**src/rtl/rsched_lane_pkg.sv**
```systemverilog
////////////////////////////////////////////////////////////
// read regroup scheduler lane word definitions
// lane counts, accumulator widths and the upstream word format
////////////////////////////////////////////////////////////

package rsched_lane_pkg;

	// number of lanes carried by one upstream word
	localparam int LANES = 8;

	// a lane count holds 0 to 8, so four bits are enough
	localparam int LANE_CNT_W = 4;

	// the regrouper accumulates up to 7 held lanes plus one full word
	localparam int ACC_W = 5;

	// zero means no lanes, 1 to 8 are lane counts
	typedef logic [LANE_CNT_W-1:0] lane_cnt_t;

	// wider count used for the pending and owed lane totals
	typedef logic [ACC_W-1:0] acc_cnt_t;

	// one upstream word as seen by the FIFO and the regrouper
	// eop_position 0 means the packet does not end in this word
	// a value k means the packet ends after lane k, counting from the msb lane
	typedef struct packed {
		lane_cnt_t num_valid;
		lane_cnt_t eop_position;
	} lane_word_t;

endpackage
```
**src/rtl/rsched_csr_pkg.sv**
```systemverilog
////////////////////////////////////////////////////////////
// read regroup scheduler register map and APB types
////////////////////////////////////////////////////////////

package rsched_csr_pkg;

	localparam int APB_AW = 4;
	localparam int APB_DW = 32;

	// register offsets inside the 16 byte window
	localparam logic [APB_AW-1:0] ADDR_CTRL   = 4'h0;
	localparam logic [APB_AW-1:0] ADDR_STATUS = 4'h4;
	localparam logic [APB_AW-1:0] ADDR_GROUPS = 4'h8;

	// field positions in CTRL and STATUS
	localparam int CTRL_EN_BIT    = 0;
	localparam int CTRL_GMAX_LSB  = 4;
	localparam int STAT_OVF_BIT   = 0;
	localparam int STAT_LEVEL_LSB = 8;
	localparam int STAT_LEVEL_W   = 8;

	// group_max comes out of reset at a full word
	localparam rsched_lane_pkg::lane_cnt_t GMAX_RST = 4'd8;

	typedef struct packed {
		logic              psel;
		logic              penable;
		logic              pwrite;
		logic [APB_AW-1:0] paddr;
		logic [APB_DW-1:0] pwdata;
	} apb_req_t;

	typedef struct packed {
		logic [APB_DW-1:0] prdata;
		logic              pready;
		logic              pslverr;
	} apb_rsp_t;

	// control handed from the register block to the regrouper
	typedef struct packed {
		logic                      enable;
		rsched_lane_pkg::lane_cnt_t group_max;
	} sched_cfg_t;

endpackage

```
**src/rtl/rsched_top.sv**
```systemverilog
////////////////////////////////////////////////////////////
// read regroup scheduler top level
// input FIFO, regrouper and APB register block on one clock
////////////////////////////////////////////////////////////

module rsched_top #(
	parameter int FIFO_DEPTH = 16
) (
	input  logic                       clk_rd,
	input  logic                       aclr_rd,
	input  rsched_lane_pkg::lane_word_t wr_word,
	output logic                       wr_overflow,
	output rsched_lane_pkg::lane_cnt_t  rd_num_valid,
	input  rsched_csr_pkg::apb_req_t    apb_req,
	output rsched_csr_pkg::apb_rsp_t    apb_rsp
);
	import rsched_lane_pkg::*;
	import rsched_csr_pkg::*;

	// FIFO head presented to the regrouper
	lane_word_t fifo_head;
	logic       fifo_not_empty;
	logic [7:0] fifo_level;

	// handshake and control between the blocks
	logic       take;
	logic       group_done;
	sched_cfg_t cfg;

	////////////////////////////////////////////////////////////
	// input buffer
	////////////////////////////////////////////////////////////

	// the drop pulse doubles as the external overflow indication
	rsched_fifo #(
		.FIFO_DEPTH (FIFO_DEPTH)
	) i_fifo (
		.clk_rd    (clk_rd),
		.aclr_rd   (aclr_rd),
		.push_word (wr_word),
		.pop       (take),
		.head      (fifo_head),
		.not_empty (fifo_not_empty),
		.level     (fifo_level),
		.dropped   (wr_overflow)
	);

	////////////////////////////////////////////////////////////
	// regrouper and registers
	////////////////////////////////////////////////////////////

	rsched_regroup i_regroup (
		.clk_rd       (clk_rd),
		.aclr_rd      (aclr_rd),
		.head         (fifo_head),
		.not_empty    (fifo_not_empty),
		.cfg          (cfg),
		.take         (take),
		.rd_num_valid (rd_num_valid),
		.group_done   (group_done)
	);

	rsched_csr i_csr (
		.clk_rd     (clk_rd),
		.aclr_rd    (aclr_rd),
		.apb_req    (apb_req),
		.apb_rsp    (apb_rsp),
		.cfg        (cfg),
		.dropped    (wr_overflow),
		.level      (fifo_level),
		.group_done (group_done)
	);

endmodule

```
**src/rtl/rsched_csr.sv**
```systemverilog
////////////////////////////////////////////////////////////
// APB register block for the regroup scheduler
// control, sticky overflow status and the emitted group count
////////////////////////////////////////////////////////////

module rsched_csr (
	input  logic                      clk_rd,
	input  logic                      aclr_rd,
	input  rsched_csr_pkg::apb_req_t   apb_req,
	output rsched_csr_pkg::apb_rsp_t   apb_rsp,
	output rsched_csr_pkg::sched_cfg_t cfg,
	input  logic                      dropped,
	input  logic [7:0]                level,
	input  logic                      group_done
);
	import rsched_lane_pkg::*;
	import rsched_csr_pkg::*;

	logic              acc;
	logic              wr_en;
	logic              rd_en;
	logic              hit_ctrl;
	logic              hit_status;
	logic              hit_groups;
	logic              mapped;
	lane_cnt_t         gmax_wr;
	lane_cnt_t         gmax_fix;
	logic              ovf_q;
	logic [31:0]       groups_q;
	logic [APB_DW-1:0] rd_data;

	// zero wait states, every access completes in its access phase
	assign acc        = apb_req.psel && apb_req.penable;
	assign wr_en      = acc && apb_req.pwrite;
	assign rd_en      = acc && !apb_req.pwrite;
	assign hit_ctrl   = (apb_req.paddr == ADDR_CTRL);
	assign hit_status = (apb_req.paddr == ADDR_STATUS);
	assign hit_groups = (apb_req.paddr == ADDR_GROUPS);
	assign mapped     = hit_ctrl || hit_status || hit_groups;

	// group_max is held inside 1 to 8 whatever software writes
	assign gmax_wr  = apb_req.pwdata[CTRL_GMAX_LSB +: LANE_CNT_W];
	assign gmax_fix = (gmax_wr == '0) ? lane_cnt_t'(1) :
		(gmax_wr > lane_cnt_t'(LANES)) ? lane_cnt_t'(LANES) : gmax_wr;

	always_ff @(posedge clk_rd or posedge aclr_rd) begin
		if (aclr_rd) begin
			cfg.enable    <= 1'b0;
			cfg.group_max <= GMAX_RST;
			ovf_q         <= 1'b0;
			groups_q      <= '0;
		end else begin
			if (wr_en && hit_ctrl) begin
				cfg.enable    <= apb_req.pwdata[CTRL_EN_BIT];
				cfg.group_max <= gmax_fix;
			end
			// a new drop in the same cycle as the clear keeps the flag set
			if (dropped) begin
				ovf_q <= 1'b1;
			end else if (wr_en && hit_status && apb_req.pwdata[STAT_OVF_BIT]) begin
				ovf_q <= 1'b0;
			end
			// any write clears the counter and wins over a counted group
			if (wr_en && hit_groups) begin
				groups_q <= '0;
			end else if (group_done) begin
				groups_q <= groups_q + 32'd1;
			end
		end
	end

	// read data is returned from the live registers in the access phase
	always_comb begin
		rd_data = '0;
		if (rd_en && hit_ctrl) begin
			rd_data[CTRL_EN_BIT] = cfg.enable;
			rd_data[CTRL_GMAX_LSB +: LANE_CNT_W] = cfg.group_max;
		end else if (rd_en && hit_status) begin
			rd_data[STAT_OVF_BIT] = ovf_q;
			rd_data[STAT_LEVEL_LSB +: STAT_LEVEL_W] = level;
		end else if (rd_en && hit_groups) begin
			rd_data = groups_q;
		end
	end

	assign apb_rsp.prdata  = rd_data;
	assign apb_rsp.pready  = 1'b1;
	assign apb_rsp.pslverr = acc && !mapped;

endmodule

```
**src/rtl/rsched_regroup.sv**
```systemverilog
////////////////////////////////////////////////////////////
// regroup scheduler
// packs incoming lanes into groups of up to group_max lanes
// and cuts a group short at every end of packet
////////////////////////////////////////////////////////////

module rsched_regroup (
	input  logic                       clk_rd,
	input  logic                       aclr_rd,
	input  rsched_lane_pkg::lane_word_t head,
	input  logic                       not_empty,
	input  rsched_csr_pkg::sched_cfg_t  cfg,
	output logic                       take,
	output rsched_lane_pkg::lane_cnt_t  rd_num_valid,
	output logic                       group_done
);
	import rsched_lane_pkg::*;

	// pend holds lanes not yet forming a full group
	// owed holds lanes that must leave because a packet ended
	acc_cnt_t  pend_q;
	acc_cnt_t  owed_q;
	acc_cnt_t  pend_d;
	acc_cnt_t  owed_d;
	acc_cnt_t  gmax;
	acc_cnt_t  hd_nv;
	acc_cnt_t  hd_eop;
	acc_cnt_t  grp_acc;
	lane_cnt_t grp_size;

	assign gmax   = acc_cnt_t'(cfg.group_max);
	assign hd_nv  = acc_cnt_t'(head.num_valid);
	assign hd_eop = acc_cnt_t'(head.eop_position);

	// a new word is only pulled in when nothing is waiting to be flushed and
	// the held lanes cannot yet make a full group
	// clearing enable stops intake but the emit path below keeps draining
	assign take = cfg.enable && not_empty && (owed_q == '0) && (pend_q < gmax);

	////////////////////////////////////////////////////////////
	// emit and accept decision
	////////////////////////////////////////////////////////////

	always_comb begin
		pend_d  = pend_q;
		owed_d  = owed_q;
		grp_acc = '0;
		if (owed_q != '0) begin
			// flush lanes go first so no group spans two packets
			grp_acc = (owed_q < gmax) ? owed_q : gmax;
			owed_d  = owed_q - grp_acc;
		end else if (pend_q >= gmax) begin
			// enough held lanes for a full group
			grp_acc = gmax;
			pend_d  = pend_q - gmax;
		end else if (take) begin
			// take implies owed is zero and pend is short of a group,
			// so accepting never coincides with an emitted group
			if (hd_eop != '0) begin
				// everything up to the end of packet becomes owed
				// and the lanes after it start the next packet
				owed_d = pend_q + hd_eop;
				pend_d = hd_nv - hd_eop;
			end else begin
				pend_d = pend_q + hd_nv;
			end
		end
	end

	// a group never exceeds group_max so it always fits a lane count
	assign grp_size = lane_cnt_t'(grp_acc);

	////////////////////////////////////////////////////////////
	// state and registered output
	////////////////////////////////////////////////////////////

	always_ff @(posedge clk_rd or posedge aclr_rd) begin
		if (aclr_rd) begin
			pend_q       <= '0;
			owed_q       <= '0;
			rd_num_valid <= '0;
		end else begin
			pend_q       <= pend_d;
			owed_q       <= owed_d;
			// the group size leaves on the clock after the decision
			rd_num_valid <= grp_size;
		end
	end

	// every nonzero output cycle is exactly one emitted group
	assign group_done = (rd_num_valid != '0);

endmodule

```
**src/rtl/rsched_fifo.sv**
```systemverilog
////////////////////////////////////////////////////////////
// show-ahead input FIFO for lane words
// drops words on full and reports its fill level
////////////////////////////////////////////////////////////

module rsched_fifo #(
	parameter int FIFO_DEPTH = 16
) (
	input  logic                       clk_rd,
	input  logic                       aclr_rd,
	input  rsched_lane_pkg::lane_word_t push_word,
	input  logic                       pop,
	output rsched_lane_pkg::lane_word_t head,
	output logic                       not_empty,
	output logic [7:0]                 level,
	output logic                       dropped
);
	import rsched_lane_pkg::*;

	localparam int AW = $clog2(FIFO_DEPTH);
	localparam logic [AW:0] FULL_CNT = FIFO_DEPTH[AW:0];

	lane_word_t    mem [FIFO_DEPTH];
	logic [AW-1:0] wr_ptr;
	logic [AW-1:0] rd_ptr;
	logic [AW:0]   count;
	logic          has_word;
	logic          full;
	logic          push;
	logic          pop_ok;

	// a word with no valid lanes is an idle cycle and never occupies an entry
	assign has_word  = (push_word.num_valid != '0);
	assign full      = (count == FULL_CNT);
	assign push      = has_word && !full;
	assign pop_ok    = pop && not_empty;
	assign not_empty = (count != '0);

	// show-ahead, the oldest entry is always presented on head
	assign head  = mem[rd_ptr];
	assign level = 8'(count);

	always_ff @(posedge clk_rd) begin
		if (push) begin
			mem[wr_ptr] <= push_word;
		end
	end

	always_ff @(posedge clk_rd or posedge aclr_rd) begin
		if (aclr_rd) begin
			wr_ptr  <= '0;
			rd_ptr  <= '0;
			count   <= '0;
			dropped <= 1'b0;
		end else begin
			// depth is a power of two so the pointers wrap on their own
			if (push) begin
				wr_ptr <= wr_ptr + AW'(1);
			end
			if (pop_ok) begin
				rd_ptr <= rd_ptr + AW'(1);
			end
			case ({push, pop_ok})
				2'b10:   count <= count + (AW+1)'(1);
				2'b01:   count <= count - (AW+1)'(1);
				default: count <= count;
			endcase
			// one cycle pulse for every word lost to a full buffer
			dropped <= has_word && full;
		end
	end

endmodule

```
**config.mk**
```make
export PLATFORM = sky130hd
export DESIGN_NAME = rsched_top
export DESIGN_NICKNAME = d
export VERILOG_FILES = /design/src/rtl/rsched_lane_pkg.sv /design/src/rtl/rsched_csr_pkg.sv /design/src/rtl/rsched_top.sv /design/src/rtl/rsched_csr.sv /design/src/rtl/rsched_regroup.sv /design/src/rtl/rsched_fifo.sv
export SDC_FILE = /design/constraint.sdc
export NUM_CORES = 1
export LEC_CHECK = 0
export BUFFER_PORTS_ARGS = -buffer_cell sky130_fd_sc_hd__buf_2
export CAP_MARGIN = 0
export CORE_MARGIN = 2
export CORE_UTILIZATION = 43
export CTS_BUF_LIST = sky130_fd_sc_hd__clkbuf_4
export CTS_CLUSTER_SIZE = 16
export DETAILED_ROUTE_END_ITERATION = 7
export PLACE_DENSITY = 0.71
export SLEW_MARGIN = 20
export SYNTH_ARGS = -nofsm -noshare
export SYNTH_HDL_FRONTEND = slang
export SYNTH_HIERARCHICAL = 1
export SYNTH_SLANG_ARGS = --single-unit
export TNS_END_PERCENT = 10
```
**constraint.sdc**
```tcl
create_clock -name clk_rd -period 6.2 [get_ports clk_rd]
set_input_delay 1.86 -clock clk_rd [delete_from_list [all_inputs] [get_ports clk_rd]]
set_output_delay 1.86 -clock clk_rd [all_outputs]
set_load 0.03 [all_outputs]
```
==> impl_metrics.toml <==
[place]
dpl.hpwl_microns = 13100
place_congestion = 0.828
portBuffers = 59
place_inst = 1058

[timing]
maxSlewViolCount = 0
tns_ns = 0
hold_viol = 0
max_slew_margin_pct = 39.1
layout_min_cycle_time_ns = 5.23
fmax_mhz = 191
fin_crit_sh_pct = 84.4
fin_skew_ns = 0.0396
tightest_slew_ns = 0.909
final-setup-viol-count = 0
grt_setup_unrepaired = "no"

[floorplanning]
core-area_sq_um = 21800
die_x_microns = 153
initial_core_util_pct = 43.9
rows = 54
io_pins = 88
die-area_sq_um = 23500
die_h_microns = 153

[pwr]
power.density_nw_per_um2 = 420
p_total_mw = 4.38
ir_worst_vdd_mv = 0.175
p_leak_nw = 4.11

[clocking]
hold_buffers = 0
cts-root-buf = "clkbuf_4"
clock_latency_ns = 0.59
cts_max_path_buffers = 2
cts.repair.resized = 0
post_cts_buffers = 0
clk_pin_slew_ns = 0.16
cts_num_sinks = 194
numCtsBuffers = 17
htree_levels = 4
cts_tree = "done"

[grt]
grt_pass1_wl_microns = 30300
overflow = 0
grt_max_degree = 35
grt_use_total_pct = 16.4
antenna_found_initial = 0
grt_pass1_vias = 5674

[yosys]
synth_area_per_cell_sq_um = 12.9
synth_edf_count = 128
async_flop_share_pct = 34.0
syn_inst = 742
synth_ff_type = "edfxtp_1"
ys_warn_count = 6
synth_cell_types = 72
yosysSeqAreaShare_pct = 57.3
ys_ff_latch = 194
synth_area_sq_um = 9590

[job]
maxCapViolCount = 0

[drt]
viasPerCell = 5.52
wire_per_inst_microns = 17.4
drtIter0Drc = 453
dr.pass1.iters = 6
drcViolationCount = 0
vias = 6022
drtAntennaViolNets = 0
drt_wl_total_microns = 18900

[layout]
diodes = 0
area_growth_pct = 8.57
drive_above_1_share_pct = 19.4
fillers = 1943
multiInputGateArea_sq_um = 3750
ff_latch_area_sq_um = 5500
fin_nets = 881
fin_cells = 1090

[setup_path]
rrSetupSlack_ns = 2.08
critical_path.endpoint = "apb_rsp[2]"
worst_setup_path_end_kind = "output pin"
critical_path_class = "in2out"
cp_max_fo = 16
arrival_ns = 3.37
setup.worst_path.start = "apb_req[32]"
rr_endpoint = "i_regroup/pend_q[4]"
startpoint_type = "primary input"
crit-reg2reg-launch = "i_fifo/rd_ptr[1]"
worstPathRequired_ns = 4.34
r2r_cells = 14

[hold_path]
hp-class = "reg2reg"

[outcome]
status = "finished clean"
==> per-layer routing <==
| metal | track usage (%) | part of all wire (%) |
|---|---|---|
| met3 | 3.46 | 5.2 |
| met1 | 23.1 | 47 |
| met2 | 26.3 | 47 |
| met4 | 3.58 | 0.82 |
| met5 | 0 | 0 |
==> placed cells by master (no fill, tap or decap), drive strengths merged, types with 9 or more instances in the layout <==
| master | instances |
|---|---|
| a21oi | 37 |
| a221oi | 17 |
| a22o | 16 |
| and2 | 22 |
| buf | 71 |
| clkbuf | 18 |
| dfrtp | 65 |
| edfxtp | 128 |
| ha | 30 |
| inv | 38 |
| mux2i | 37 |
| mux4 | 16 |
| nand2 | 39 |
| nand3 | 12 |
| nand4 | 12 |
| nor2 | 46 |
| nor3 | 13 |
| nor4 | 9 |
| o21ai | 33 |
| or3 | 15 |
| xnor2 | 26 |
==> power by group <==
group          switching [mW]  internal, mW
combinational           0.929         0.776
sequential              0.296          1.69
clock                   0.488         0.199
==> sequential cells by signal (all words and copies together) (netlist names), 5 cells and up <==
signal	count
i_fifo/count	5
i_csr/groups_q	32
i_regroup/pend_q	5
i_fifo/mem	128
i_csr/cfg	5
i_regroup/owed_q	5
==> synthesized netlist by cell type, types with 9 or more instances <==
cell	number	area, sq um
ha_1	30	375
inv_1	31	116
nand4_1	11	68.8
clkbuf_1	13	48.8
a22o_1	16	140
nand2_1	39	146
buf_6	9	101
and2_1	19	119
mux2i_1	37	370
a21oi_1	35	175
or3_1	9	56.3
nor2_1	45	169
nand3_1	12	60.1
o21ai_0	29	145
mux4_2	16	360
edfxtp_1	128	3840
xnor2_1	26	228
nor3_1	12	60.1
a221oi_1	16	140
dfrtp_1	65	1630
==> how the worst min path moves through the flow <==
stage | startpoint | endpoint | slack, ns | cells after the start
after floorplan | i_csr/ovf_q | i_csr/ovf_q | 0.45 | 1
after CTS | i_csr/ovf_q | i_csr/ovf_q | 0.51 | 1
after detailed placement | i_csr/ovf_q | i_csr/ovf_q | 0.47 | 1
final | i_fifo/dropped | i_csr/ovf_q | 0.50 | 1
after global routing | i_fifo/dropped | i_csr/ovf_q | 0.51 | 1
after global placement | i_csr/ovf_q | i_csr/ovf_q | 0.46 | 1
==> cell families (layout without fill, tap and decap cells) <==
kind of cell	after synthesis	in the layout	synth area share, %
AOI/OAI and AO/OA	139	139	9.97
xor gates and xnor gates	34	34	3.11
adders and majority gates	35	35	4.96
buffers and inverters	68	134	3.73
DFF	194	194	57.3
muxes	61	61	8.60
other	2	4	0.0783
and+or+nand+nor	209	209	12.2
==> per-stage QoR <==
stage | setup WS, ns | area, sq um | utilization (%) | hold WS [ns]
floorplan | 0.933 | 9600 | - | 0.451
finish | 0.967 | 10400 | 47.7 | 0.503
detailed placement | 0.965 | 10100 | 46.3 | 0.470
global placement | 1.02 | 10100 | 46.3 | 0.458
global route | 0.816 | 10400 | 47.7 | 0.511
CTS | 0.962 | 10400 | 47.7 | 0.507
==> final cells by class <==
class / count / share of cell area (%)
Clock buffer: 18 / 1.30
Clock inverter: 14 / 1.71
Inverter: 31 / 1.12
Multi-Input combinational cell: 482 / 36.0
Sequential cell: 194 / 52.8
Tap cell: 280 / 3.36
Timing Repair Buffer: 71 / 3.70
==> critical path: stages <==
cell and delay, ns:
buf_2 0.11, nand4bb_1 0.40, nor3_2 0.29, buf_4 0.25, a221oi_1 0.12, a21oi_1 0.13, buf_2 0.21
No activity file was read; power rests on OpenSTA's default activity.
